[config.mk]
export PLATFORM = sky130hd
export DESIGN_NAME = instruction_tracker_top
export DESIGN_NICKNAME = d
export VERILOG_FILES = /design/src/tracker_pkg.sv /design/src/instruction_tracker_top.sv /design/src/issue_control.sv /design/src/register_status.sv /design/src/instruction_metadata.sv /design/src/id_management.sv
export SDC_FILE = /design/constraint.sdc
export NUM_CORES = 1
export LEC_CHECK = 0
export BUFFER_PORTS_ARGS = -buffer_cell sky130_fd_sc_hd__buf_2
export CAP_MARGIN = 20
export CORE_ASPECT_RATIO = 0.75
export CORE_UTILIZATION = 50
export CTS_BUF_LIST = sky130_fd_sc_hd__clkbuf_4
export DETAILED_ROUTE_END_ITERATION = 8
export MAX_ROUTING_LAYER = met4
export PLACE_DENSITY_LB_ADDON = 0.1
export SETUP_SLACK_MARGIN = 0.02
export SYNTH_ARGS = -nofsm -noshare
export SYNTH_HDL_FRONTEND = slang
export SYNTH_SLANG_ARGS = --single-unit
[constraint.sdc]
create_clock -name clk -period 13.15 [get_ports clk]
set_clock_uncertainty 0.1 [all_clocks]
set_input_delay 1.9725 -clock clk [delete_from_list [all_inputs] [get_ports clk]]
set_output_delay 1.9725 -clock clk [all_outputs]
set_load 0.1 [all_outputs]
[src/tracker_pkg.sv]
// Instruction tracker shared types
// ID width, instruction word views, branch metadata and the
// fetch, issue and retire packets passed between the tracker blocks

package tracker_pkg;

    // Default ID space
    parameter int ID_WIDTH = 3;
    parameter int MAX_IDS  = 8;

    typedef logic [ID_WIDTH-1:0] id_t;

    //////////////////////////////
    // Instruction word views
    //////////////////////////////

    typedef struct packed {
        logic [6:0] funct7;
        logic [4:0] rs2;
        logic [4:0] rs1;
        logic [2:0] funct3;
        logic [4:0] rd;
        logic [6:0] opcode;
    } r_type_t;

    typedef struct packed {
        logic [11:0] imm;
        logic [4:0]  rs1;
        logic [2:0]  funct3;
        logic [4:0]  rd;
        logic [6:0]  opcode;
    } i_type_t;

    // Same 32-bit word, decoded as R-type or I-type
    typedef union packed {
        r_type_t r;
        i_type_t i;
    } instr_u;

    // Predictor state carried alongside each instruction
    typedef struct packed {
        logic       taken;
        logic [6:0] history;
    } branch_meta_t;

    //////////////////////////////
    // Packets
    //////////////////////////////

    typedef struct packed {
        logic [31:0]  pc;
        instr_u       instr;
        branch_meta_t meta;
    } fetch_packet_t;

    typedef struct packed {
        id_t          id;
        logic [31:0]  pc;
        instr_u       instr;
        branch_meta_t meta;
        logic [4:0]   rd_addr;
        logic         uses_rd;
        id_t          rs1_id;
        id_t          rs2_id;
    } issue_packet_t;

    typedef struct packed {
        logic [4:0] rd_addr;
        id_t        id_for_rd;
    } retire_info_t;

endpackage
[src/instruction_tracker_top.sv]
// Instruction tracker top level
// Connects the ID counters, metadata tables, register scoreboard
// and issue controller

`timescale 1ns/1ps

module instruction_tracker_top #(
    parameter int ID_WIDTH = tracker_pkg::ID_WIDTH,
    parameter int MAX_IDS  = tracker_pkg::MAX_IDS
) (
    input  logic                       clk,
    input  logic                       rst_n,

    // Fetch stream
    input  logic                       fetch_valid,
    input  tracker_pkg::fetch_packet_t fetch,
    output logic                       fetch_ready,

    // Issue stream
    output logic                       issue_valid,
    output tracker_pkg::issue_packet_t issue,
    input  logic                       issue_ready,

    // Retire
    input  logic                       retire_valid,
    input  tracker_pkg::id_t           retire_id,
    output tracker_pkg::retire_info_t  retire_info,

    // Exception
    input  tracker_pkg::id_t           exception_id,
    output logic [31:0]                exception_pc
);
    import tracker_pkg::*;

    logic [ID_WIDTH-1:0] alloc_id;
    logic [ID_WIDTH-1:0] decode_id;
    logic [ID_WIDTH-1:0] retire_ptr;
    logic [ID_WIDTH-1:0] rs1_id;
    logic [ID_WIDTH-1:0] rs2_id;
    logic                pending_decode;
    logic                decode_advance;
    logic [4:0]          rs1_addr;
    logic [4:0]          rs2_addr;
    logic                rs1_busy;
    logic                rs2_busy;
    fetch_packet_t       decode_entry;

    // Handshake strobes
    wire fetch_we = fetch_valid & fetch_ready;
    wire set_we   = decode_advance & issue.uses_rd;
    // Only the youngest writer releases its register
    wire clear_we = retire_valid & (retire_info.id_for_rd == retire_ptr);

    id_management #(.MAX_IDS(MAX_IDS)) id_mgmt (
        .clk, .rst_n, .fetch_valid, .decode_advance, .retire_valid,
        .fetch_ready, .alloc_id, .decode_id, .retire_ptr, .pending_decode
    );

    instruction_metadata #(.MAX_IDS(MAX_IDS)) metadata (
        .clk, .fetch_we, .alloc_id, .fetch, .decode_id, .decode_entry,
        .issue_we(decode_advance), .issue, .rs1_addr, .rs2_addr,
        .rs1_id, .rs2_id, .retire_id, .retire_info, .exception_id, .exception_pc
    );

    register_status reg_status (
        .clk, .rst_n, .set_we, .set_rd(issue.rd_addr), .clear_we,
        .clear_rd(retire_info.rd_addr), .rs1_addr, .rs2_addr, .rs1_busy, .rs2_busy
    );

    issue_control issue_ctrl (
        .clk, .rst_n, .pending_decode, .decode_id, .decode_entry,
        .rs1_busy, .rs2_busy, .rs1_id, .rs2_id, .rs1_addr, .rs2_addr,
        .issue_valid, .issue, .issue_ready, .decode_advance
    );

endmodule

[src/issue_control.sv]
// In-order issue controller
// Decodes the entry at the decode pointer, waits on busy source
// registers and presents the issue packet until it is accepted

`timescale 1ns/1ps

module issue_control (
    input  logic                       clk,
    input  logic                       rst_n,
    input  logic                       pending_decode,
    input  tracker_pkg::id_t           decode_id,
    input  tracker_pkg::fetch_packet_t decode_entry,
    input  logic                       rs1_busy,
    input  logic                       rs2_busy,
    input  tracker_pkg::id_t           rs1_id,
    input  tracker_pkg::id_t           rs2_id,
    output logic [4:0]                 rs1_addr,
    output logic [4:0]                 rs2_addr,
    output logic                       issue_valid,
    output tracker_pkg::issue_packet_t issue,
    input  logic                       issue_ready,
    output logic                       decode_advance
);
    import tracker_pkg::*;

    // RV32I major opcodes
    localparam logic [6:0] OPC_OP     = 7'b0110011;
    localparam logic [6:0] OPC_OP_IMM = 7'b0010011;
    localparam logic [6:0] OPC_LOAD   = 7'b0000011;
    localparam logic [6:0] OPC_STORE  = 7'b0100011;
    localparam logic [6:0] OPC_BRANCH = 7'b1100011;
    localparam logic [6:0] OPC_JALR   = 7'b1100111;
    localparam logic [6:0] OPC_JAL    = 7'b1101111;
    localparam logic [6:0] OPC_LUI    = 7'b0110111;
    localparam logic [6:0] OPC_AUIPC  = 7'b0010111;

    typedef enum logic [1:0] {IDLE, DECODE, STALL, ISSUE} state_t;

    state_t state;
    state_t next_state;
    logic   uses_rd;
    logic   operands_free;
    logic   load_packet;

    //////////////////////////////
    // Decode
    //////////////////////////////
    always_comb begin
        rs1_addr = 5'd0;
        rs2_addr = 5'd0;
        uses_rd  = 1'b0;
        unique case (decode_entry.instr.r.opcode)
            // Two sources, R view
            OPC_OP: begin
                rs1_addr = decode_entry.instr.r.rs1;
                rs2_addr = decode_entry.instr.r.rs2;
                uses_rd  = 1'b1;
            end
            OPC_BRANCH, OPC_STORE: begin
                rs1_addr = decode_entry.instr.r.rs1;
                rs2_addr = decode_entry.instr.r.rs2;
            end
            // One source, I view
            OPC_OP_IMM, OPC_LOAD, OPC_JALR: begin
                rs1_addr = decode_entry.instr.i.rs1;
                uses_rd  = 1'b1;
            end
            // No sources
            OPC_LUI, OPC_AUIPC, OPC_JAL: uses_rd = 1'b1;
            default: uses_rd = 1'b0;
        endcase
    end

    // Unused sources point at x0, which is never busy
    assign operands_free = !rs1_busy && !rs2_busy;

    //////////////////////////////
    // State machine
    //////////////////////////////
    always_comb begin
        next_state = state;
        case (state)
            IDLE:   if (pending_decode) next_state = DECODE;
            DECODE: next_state = operands_free ? ISSUE : STALL;
            STALL:  if (operands_free) next_state = ISSUE;
            ISSUE:  if (issue_ready) next_state = IDLE;
            default: next_state = IDLE;
        endcase
    end

    always_ff @(posedge clk) begin
        if (!rst_n)
            state <= IDLE;
        else
            state <= next_state;
    end

    // Packet captured on the way into ISSUE and held there
    assign load_packet = ((state == DECODE) || (state == STALL)) && operands_free;

    always_ff @(posedge clk) begin
        if (load_packet) begin
            issue.id      <= decode_id;
            issue.pc      <= decode_entry.pc;
            issue.instr   <= decode_entry.instr;
            issue.meta    <= decode_entry.meta;
            issue.rd_addr <= decode_entry.instr.r.rd;
            issue.uses_rd <= uses_rd;
            issue.rs1_id  <= rs1_id;
            issue.rs2_id  <= rs2_id;
        end
    end

    assign issue_valid    = (state == ISSUE);
    assign decode_advance = issue_valid && issue_ready;

endmodule

[src/register_status.sv]
// Register scoreboard
// One busy bit per architectural register, set when a writer issues
// and cleared when the youngest writer of that register retires

`timescale 1ns/1ps

module register_status (
    input  logic       clk,
    input  logic       rst_n,

    // Set from issue
    input  logic       set_we,
    input  logic [4:0] set_rd,

    // Clear from retire
    input  logic       clear_we,
    input  logic [4:0] clear_rd,

    // Operand lookup
    input  logic [4:0] rs1_addr,
    input  logic [4:0] rs2_addr,
    output logic       rs1_busy,
    output logic       rs2_busy
);

    logic [31:0] busy;

    //////////////////////////////
    // Busy bits
    //////////////////////////////
    always_ff @(posedge clk) begin
        if (!rst_n) begin
            busy <= '0;
        end else begin
            if (clear_we)
                busy[clear_rd] <= 1'b0;
            // Set after clear, a new writer wins over an old one retiring
            if (set_we && (set_rd != 5'd0))
                busy[set_rd] <= 1'b1;
        end
    end

    //////////////////////////////
    // Lookup
    //////////////////////////////

    // x0 never has its bit set, so it always reads free
    assign rs1_busy = busy[rs1_addr];
    assign rs2_busy = busy[rs2_addr];

endmodule

[src/instruction_metadata.sv]
// Per-ID instruction metadata
// PC, instruction word and branch metadata stored by ID, plus the
// youngest issued ID writing each architectural register

`timescale 1ns/1ps

module instruction_metadata #(
    parameter int MAX_IDS = tracker_pkg::MAX_IDS
) (
    input  logic                       clk,

    // Fetch side
    input  logic                       fetch_we,
    input  tracker_pkg::id_t           alloc_id,
    input  tracker_pkg::fetch_packet_t fetch,

    // Decode side
    input  tracker_pkg::id_t           decode_id,
    output tracker_pkg::fetch_packet_t decode_entry,

    // Issue side
    input  logic                       issue_we,
    input  tracker_pkg::issue_packet_t issue,
    input  logic [4:0]                 rs1_addr,
    input  logic [4:0]                 rs2_addr,
    output tracker_pkg::id_t           rs1_id,
    output tracker_pkg::id_t           rs2_id,

    // Retire side
    input  tracker_pkg::id_t           retire_id,
    output tracker_pkg::retire_info_t  retire_info,

    // Exception side
    input  tracker_pkg::id_t           exception_id,
    output logic [31:0]                exception_pc
);
    import tracker_pkg::*;

    logic [31:0]  pc_table    [MAX_IDS];
    instr_u       instr_table [MAX_IDS];
    branch_meta_t meta_table  [MAX_IDS];

    // Register number to youngest issued writer
    id_t          rd_to_id_table [32];

    //////////////////////////////
    // Table writes
    //////////////////////////////

    // Entry captured on the fetch transfer
    always_ff @(posedge clk) begin
        if (fetch_we) begin
            pc_table[alloc_id]    <= fetch.pc;
            instr_table[alloc_id] <= fetch.instr;
            meta_table[alloc_id]  <= fetch.meta;
        end
    end

    // Power-up mapping for registers never written
    initial rd_to_id_table = '{default: '0};

    // Later issues overwrite, so the entry always names the youngest writer
    always @(posedge clk) begin
        if (issue_we && issue.uses_rd)
            rd_to_id_table[issue.rd_addr] <= issue.id;
    end

    //////////////////////////////
    // Read ports
    //////////////////////////////

    // Decode
    always_comb begin
        decode_entry.pc    = pc_table[decode_id];
        decode_entry.instr = instr_table[decode_id];
        decode_entry.meta  = meta_table[decode_id];
    end

    // Producers of the source operands
    assign rs1_id = rd_to_id_table[rs1_addr];
    assign rs2_id = rd_to_id_table[rs2_addr];

    // Retire lookup, rd is bits 11:7 of the stored word
    always_comb begin
        retire_info.rd_addr   = instr_table[retire_id].r.rd;
        retire_info.id_for_rd = rd_to_id_table[retire_info.rd_addr];
    end

    // Exception
    assign exception_pc = pc_table[exception_id];

endmodule

[src/id_management.sv]
// In-flight ID management
// Circular allocate, decode and retire pointers plus occupancy,
// which throttles fetch once every ID is in use

`timescale 1ns/1ps

module id_management #(
    parameter int MAX_IDS = tracker_pkg::MAX_IDS
) (
    input  logic             clk,
    input  logic             rst_n,
    input  logic             fetch_valid,
    input  logic             decode_advance,
    input  logic             retire_valid,
    output logic             fetch_ready,
    output tracker_pkg::id_t alloc_id,
    output tracker_pkg::id_t decode_id,
    output tracker_pkg::id_t retire_ptr,
    output logic             pending_decode
);
    import tracker_pkg::*;

    localparam int CNT_W = $clog2(MAX_IDS + 1);

    logic             fetch_fire;
    logic [CNT_W-1:0] in_flight;
    logic [CNT_W-1:0] pending;

    // Wrap at MAX_IDS, which need not be a power of two
    function automatic id_t next_id(input id_t cur);
        if (cur == id_t'(MAX_IDS - 1))
            return '0;
        return cur + id_t'(1);
    endfunction

    assign fetch_fire = fetch_valid & fetch_ready;

    //////////////////////////////
    // Pointers
    //////////////////////////////
    always_ff @(posedge clk) begin
        if (!rst_n) begin
            alloc_id   <= '0;
            decode_id  <= '0;
            retire_ptr <= '0;
        end else begin
            if (fetch_fire)
                alloc_id <= next_id(alloc_id);
            if (decode_advance)
                decode_id <= next_id(decode_id);
            // Retirement is strictly in order
            if (retire_valid)
                retire_ptr <= next_id(retire_ptr);
        end
    end

    //////////////////////////////
    // Occupancy
    //////////////////////////////
    // Allocated but not yet retired
    always_ff @(posedge clk) begin
        if (!rst_n)
            in_flight <= '0;
        else if (fetch_fire && !retire_valid)
            in_flight <= in_flight + 1'b1;
        else if (!fetch_fire && retire_valid)
            in_flight <= in_flight - 1'b1;
    end

    // Allocated but not yet issued
    always_ff @(posedge clk) begin
        if (!rst_n)
            pending <= '0;
        else if (fetch_fire && !decode_advance)
            pending <= pending + 1'b1;
        else if (!fetch_fire && decode_advance)
            pending <= pending - 1'b1;
    end

    assign fetch_ready    = (in_flight != CNT_W'(MAX_IDS));
    assign pending_decode = (pending != '0);

endmodule

==> results.toml, run 1 <==
[logic_synthesis]
yosys_warnings = 0
avgSynthCellArea_um2 = 17.6
synth_enable_flop_cells = 754
async_flop_share_pct = 0
post_synth_num_cell_types = 69
synth_cells = 2009
synth_seq_cells = 808
synth.yosys.seq_area_share_pct = 67.3
synthesis.area_um2 = 35300
postSynthNetCount = 2111
yosys_most_used_dff = "sky130_fd_sc_hd__edfxtp_1"

[cts]
cts_setup_buffers = 0
cts_htree_levels = 4
clock_sinks = 808
clkLatencyLatePin_ns = 1.08
number_of_buffers_inserted_by_hold_repair_at_cts = 0
cts_tree = "built"
ctsLongestPathBuffers = 3
tritoncts.num_buffers = 190
post_cts_resize_count = 0
cts_root_buffer = "sky130_fd_sc_hd__clkbuf_4"
clk_pin_slew_ns = 0.06

[power_and_ir_drop]
p_comb_share_pct = 27.2
total_net_switching_power_w = 0.00274
intPower_w = 0.00462
power_frac_seq_pct = 44.4
power.share.switching_pct = 37.2
power_density_nw_per_um2 = 184
worst_case_vdd_ir_drop_mv = 0.126
p_leak_nw = 13.6
pwr-share-clk_pct = 28.3

[cells_and_area]
total_area_of_multi_input_combinational_cells_um2 = 10800
areaGrowthSynthToFinish_pct = 13.3
finish.net_count = 2431
fill_cells = 5375
layout.area.seq_um2 = 23700
mostFrequentLayoutCells = "754 x sky130_fd_sc_hd__edfxtp_1, 289 x sky130_fd_sc_hd__clkbuf_4, 224 x sky130_fd_sc_hd__mux4_2, 210 x sky130_fd_sc_hd__buf_2, 127 x sky130_fd_sc_hd__nand2_1"
layout-drive-gt1-share_pct = 37.1
final_common_cell = "sky130_fd_sc_hd__edfxtp_1"

[routing]
drt_first_pass_iters = 6
post-route-drc-count = 0
vias_per_cell = 6.02
final_antenna_net_count = 0
dr.first_iter.drc_count = 2239
routed-via-count = 20718
route.detailed.wl_per_inst_um = 26.0
route.final.wire_length_um = 89500

[job]
cap_violations = 0

[sta]
timing.setup.tns_ns = 0
actual_transition_at_the_worst_max_transition_pin_ns = 1.14
report.final.hold_viol_count = 0
layout_setup_ws_ns = 5.69
total_setup_violations_reported_at_the_end_of_the_flow = 0
timing.final.crit_period_ns = 7.46
period_share_pct = 56.7
finalMaxSlewViolations = 0
grt_setup_unrepaired = "no"
timing.slew.headroom_pct = 23.1
maxClockFrequency_mhz = 134
final.hold.worst_slack_ns = 0.391

[setup_path]
cp-startpoint = "retire_id[0]"
critPathLaunchType = "input pin"
worstSetupPathType = "in -> out"
timing.reg2reg.worst_path_depth = 12
reg2reg_setup_slack_ns = 6.71
critical_path.max_fanout = 43
req_time_crit_path_ns = 11.08
setup.worst_path.end = "retire_info[2]"
critPathCaptureType = "output pin"
rr_endpoint = "issue_ctrl.issue[51]"
timing.critical_path.arrival_ns = 5.39

[place]
placement.setup.worst_slack_ns = 5.57
detailed_place_hpwl_um = 53100
gpl.final_weighted_congestion = 0.944
port_buffers = 211

[floorplan]
start_util_pct = 51.1
rows = 83
die_x_um = 309
io_pins = 212
die_area_um2 = 71600
core_area_um2 = 69100
die_y_um = 232

[grt]
grt_max_degree = 65
first_global_vias = 21211
number_of_antenna_violations_at_the_first_check_in_global_routing = 14
aggregate_global_routing_overflow = 0
grt_use_total_pct = 26.3
grt_pass1_wl_um = 133000

[min_path]
timing.hold.worst.class = "reg -> reg"
hold-path-cell-count = 2

[outcome]
status = "finished, final reports clean"
cells by family after synthesis:
kind of cell	Yosys count	share of synthesized area, %
compound gates	276	5.28
xor+xnor	9	0.224
fa+ha+maj	19	0.717
buf+inv	196	2.38
flops	808	67.3
mux	408	20.2
simple gates	293	3.92
power by group through the flow:
stage / combinational, W / sequential [W] / clock, W
after floorplan: 0.000753 / 0.00414 / 0
after global placement: 0.00200 / 0.00331 / 0
after detailed placement: 0.00201 / 0.00332 / 0
after CTS: 0.00201 / 0.00327 / 0.00214
after global routing: 0.00209 / 0.00329 / 0.00227
final: 0.00200 / 0.00327 / 0.00209
state kept, by name, indices dropped and copies added (netlist names), named ones only:
| signal | count |
|---|---|
| id_mgmt.pending | 4 |
| reg_status.busy | 32 |
| id_mgmt.alloc_id | 3 |
| issue_ctrl.issue | 82 |
| metadata.instr_table | 256 |
| id_mgmt.decode_id | 3 |
| issue_ctrl.state | 2 |
| metadata.meta_table | 64 |
| id_mgmt.retire_ptr | 3 |
| metadata.rd_to_id_table | 96 |
| metadata.pc_table | 256 |
| id_mgmt.in_flight | 4 |
layer usage:
metal | track usage [%] | wire (um) | vias to the layer above
met2 | 38.3 | 40800 | 1028
li1 | - | - | 9017
met5 | - | 0 | -
met4 | 7.84 | 1540 | 0
met1 | 35.9 | 38000 | 10542
met3 | 7.93 | 9210 | 131
cell type report:
type                            instances  share of cell area (%)
Sequential cell                       808                    59.4
Multi-Input combinational cell       1005                    27.0
Clock buffer                          289                    5.43
Timing Repair Buffer                  259                    3.56
Tap cell                              935                    2.93
Clock inverter                         62                   0.930
Inverter                               65                   0.611
Antenna cell                           19                   0.119
metrics by stage:
stage          utilization [%]  power (W)  std cells  cell area [um^2]
2_1_floorplan                -    0.00489       2009             35300
3_3_place_gp              54.1    0.00531       3069             37400
3_5_place_dp              54.1    0.00534       3069             37400
4_1_cts                   57.8    0.00743       3420             39900
5_1_grt                   57.9    0.00766       3442             40000
6_report                  57.9    0.00736       3442             40000
synth_stat cells, types with 9 or more instances:
cell	n	share of area, %
sky130_fd_sc_hd__and3_1	9	0.16
sky130_fd_sc_hd__nor3_1	25	0.35
sky130_fd_sc_hd__o21ai_0	55	0.78
sky130_fd_sc_hd__nand3_1	25	0.35
sky130_fd_sc_hd__nand2_1	127	1.4
sky130_fd_sc_hd__o22ai_1	27	0.48
sky130_fd_sc_hd__nor2b_1	9	0.16
sky130_fd_sc_hd__o221ai_1	35	0.87
sky130_fd_sc_hd__mux4_2	224	14
sky130_fd_sc_hd__a21oi_1	56	0.79
sky130_fd_sc_hd__a31oi_1	15	0.27
sky130_fd_sc_hd__nand4_1	9	0.16
sky130_fd_sc_hd__dfxtp_1	54	3.1
sky130_fd_sc_hd__clkbuf_1	77	0.82
sky130_fd_sc_hd__inv_1	63	0.67
sky130_fd_sc_hd__ha_1	17	0.60
sky130_fd_sc_hd__nor2_1	39	0.42
sky130_fd_sc_hd__and2_1	18	0.32
sky130_fd_sc_hd__a211oi_1	24	0.51
sky130_fd_sc_hd__buf_2	16	0.23
sky130_fd_sc_hd__mux2_2	100	3.2
sky130_fd_sc_hd__a311oi_1	13	0.32
sky130_fd_sc_hd__edfxtp_1	754	64
sky130_fd_sc_hd__mux2i_1	75	2.1
sky130_fd_sc_hd__buf_4	10	0.21
sky130_fd_sc_hd__buf_1	22	0.23
critical path: stages:
cell                      delay [ns]
sky130_fd_sc_hd__buf_2          0.31
sky130_fd_sc_hd__mux4_2         0.59
sky130_fd_sc_hd__mux2i_4        0.14
sky130_fd_sc_hd__buf_4          0.58
sky130_fd_sc_hd__mux4_2         0.61
sky130_fd_sc_hd__inv_1          0.09
sky130_fd_sc_hd__o22ai_1        0.06
sky130_fd_sc_hd__or4_1          0.63
sky130_fd_sc_hd__buf_2          0.34
worst min path at each step:
stage                          from                   end  slack [ns]
2_1_floorplan  id_mgmt.decode_id[1]  issue_ctrl.issue[85]        0.33
3_3_place_gp   id_mgmt.in_flight[3]  id_mgmt.in_flight[3]        0.37
3_5_place_dp    reg_status.busy[26]   reg_status.busy[26]        0.38
4_1_cts         reg_status.busy[26]   reg_status.busy[26]        0.39
5_1_grt         reg_status.busy[26]   reg_status.busy[26]        0.42
6_report        reg_status.busy[28]   reg_status.busy[28]        0.39
(Power assumes the default switching activity.)
==> run 2, diff against run 1 <==
==> constraint.sdc (replaced) <==
create_clock -name clk -period 6.3 [get_ports clk]
set_clock_uncertainty 0.1 [all_clocks]
set_input_delay 0.945 -clock clk [delete_from_list [all_inputs] [get_ports clk]]
set_output_delay 0.945 -clock clk [all_outputs]
set_load 0.1 [all_outputs]
==> run 2 against run 1 <==
  * Sequential power is 110% higher
  * Die area unchanged
  * Hold slack got worse by 0.27 ns
  * Sequential share of layout area fell by 1.1 points
  * Count of clock-buffer cells in the layout decreased by 11
  * Critical path type is now reg -> out
  * Core utilization rose by 1.1 points
  * Register-to-register slack got worse by 5.4 ns
  * Worst setup slack worse by 4.7 ns
  * Global-route usage rose by 0.37 points
==> results.toml, run 2 (synthesis gave the netlist of run 1 again) <==
[routing]
final_antenna_net_count = 0
routed-via-count = 20955
route.detailed.wl_per_inst_um = 25.8
drt_first_pass_iters = 8
route.final.wire_length_um = 90200
dr.first_iter.drc_count = 2205
post-route-drc-count = 0
vias_per_cell = 5.98

[sta]
finalMaxSlewViolations = 0
period_share_pct = 83.6
actual_transition_at_the_worst_max_transition_pin_ns = 1.06
total_setup_violations_reported_at_the_end_of_the_flow = 0
timing.slew.headroom_pct = 29.4
grt_setup_unrepaired = "no"
report.final.hold_viol_count = 0
final.hold.worst_slack_ns = 0.121
timing.final.crit_period_ns = 5.27
maxClockFrequency_mhz = 190
timing.setup.tns_ns = 0

[cells_and_area]
finish.net_count = 2515
fill_cells = 5250
mostFrequentLayoutCells = "754 x sky130_fd_sc_hd__edfxtp_1, 279 x sky130_fd_sc_hd__clkbuf_4, 224 x sky130_fd_sc_hd__mux4_2, 210 x sky130_fd_sc_hd__buf_2, 127 x sky130_fd_sc_hd__nand2_1"
finalInstanceArea_um2 = 40700
reg_top3 = "metadata.instr_table x256, metadata.pc_table x256, metadata.rd_to_id_table x96"
layout-drive-gt1-share_pct = 35.9
final_common_cell = "sky130_fd_sc_hd__edfxtp_1"
total_area_of_multi_input_combinational_cells_um2 = 10800
layout.area.seq_um2 = 23700
areaGrowthSynthToFinish_pct = 15.5

[setup_path]
timing.reg2reg.worst_path_depth = 11
bufs_and_invs_on_worst_path = 3
worstSetupPathType = "reg -> out"
crit_path_frequent_cell = "sky130_fd_sc_hd__mux4_2"
max_stage_delay_ns = 0.67
critPathLaunchType = "flip-flop"
critPathCaptureType = "output pin"
req_time_crit_path_ns = 5.25
crit_path_cells = "mux4_2 > mux2i_4 > buf_12 > mux4_2 > inv_1 > o22ai_1 > or4_1 > buf_2"
crit_family = "multiplexers"
timing.critical_path.arrival_ns = 4.22
critical_path.max_fanout = 43
cp_slowest_cell = "sky130_fd_sc_hd__or4_1"
rr_endpoint = "issue_ctrl.issue[23]"
reg2reg_setup_slack_ns = 1.31

[cts]
post_cts_resize_count = 0
clock_sinks = 808
clkLatencyLatePin_ns = 1.08
cts_htree_levels = 4
tritoncts.num_buffers = 193
cts_tree = "built"
cts_root_buffer = "sky130_fd_sc_hd__clkbuf_4"
number_of_buffers_inserted_by_hold_repair_at_cts = 71
cts_setup_buffers = 0
ctsLongestPathBuffers = 3
clk_pin_slew_ns = 0.07

[grt]
grt_max_degree = 73
grt_pass1_wl_um = 135000
number_of_antenna_violations_at_the_first_check_in_global_routing = 9
first_global_vias = 21528
grt_use_total_pct = 26.7
aggregate_global_routing_overflow = 0

[min_path]
hold-path-endpoint = "id_mgmt.retire_ptr[1]"
holdCritStartpoint = "retire_valid"
timing.hold.worst.class = "in -> reg"
hold-path-cell-count = 3

[floorplan]
core_area_um2 = 69100
io_pins = 212
die_x_um = 309
die_y_um = 232
rows = 83
start_util_pct = 51.1
die_area_um2 = 71600

[power_and_ir_drop]
worst_case_vdd_ir_drop_mv = 0.265
power_density_nw_per_um2 = 377
p_leak_nw = 13.8

[place]
post_dp_cell_area_um2 = 37600
port_buffers = 211
detailed_place_hpwl_um = 55100
gpl.final_weighted_congestion = 0.958

[outcome]
status = "finished, final reports clean"

[job]
cap_violations = 0
-- run 2: cell types whose count changed in the layout (fill, tap and decap cells not counted), sizes merged --
cell and change:
inv -4, clkinv -1, buf +11, clkbuf -12
clkinvlp +1, diode -6, dlygate4sd3 +71
-- run 2: worst max-delay path by stage --
| stage | from | to | slack, ns | depth (start not counted) |
|---|---|---|---|---|
| floorplan | id_mgmt.in_flight[0] | metadata.instr_table[2][0] | -0.59 | 3 |
| global placement | retire_id[0] | retire_info[1] | 1.10 | 9 |
| detailed placement | retire_id[0] | reg_status.busy[14] | 1.05 | 12 |
| CTS | metadata.instr_table[3][7] | retire_info[2] | 0.91 | 8 |
| global route | metadata.instr_table[3][7] | retire_info[2] | 0.82 | 8 |
| finish | metadata.instr_table[3][7] | retire_info[2] | 1.03 | 8 |
-- run 2: area by class of cell --
class	count	area share [%]
Antenna cell	13	0.0798
Clock buffer	278	5.12
Clock inverter	58	0.869
Inverter	65	0.599
Multi-Input combinational cell	1005	26.5
Sequential cell	808	58.3
Tap cell	935	2.87
Timing Repair Buffer	340	5.66
-- run 2: per-layer routing --
| layer | vias up | part of all wire [%] | global-route usage (%) |
|---|---|---|---|
| li1 | 9172 | - | - |
| met1 | 10748 | 43 | 36.5 |
| met5 | - | 0 | - |
| met4 | 0 | 2.1 | 8.54 |
| met3 | 156 | 8.4 | 7.27 |
| met2 | 879 | 46 | 39.1 |
-- run 2: worst min-delay path, cell delays in order --
cell	delay (ns)
sky130_fd_sc_hd__buf_2	0.12
sky130_fd_sc_hd__mux2i_1	0.08
sky130_fd_sc_hd__nor2_1	0.08
-- run 2: stage by stage --
| stage | cells | power [W] | util, % | setup WS [ns] |
|---|---|---|---|---|
| floorplan | 2009 | 0.0102 | - | -0.586 |
| global placement | 3081 | 0.0112 | 54.4 | 1.10 |
| detailed placement | 3081 | 0.0112 | 54.4 | 1.05 |
| CTS | 3488 | 0.0155 | 58.9 | 0.910 |
| global route | 3502 | 0.0160 | 59.0 | 0.818 |
| finish | 3502 | 0.0154 | 59.0 | 1.03 |
-- run 2: where the power goes --
| part | leakage, nW | internal (W) | switching (W) |
|---|---|---|---|
| Sequential | 7.32 | 0.00657 | 0.000249 |
| Combinational | 5.10 | 0.000894 | 0.00340 |
| Clock | 1.43 | 0.00218 | 0.00206 |
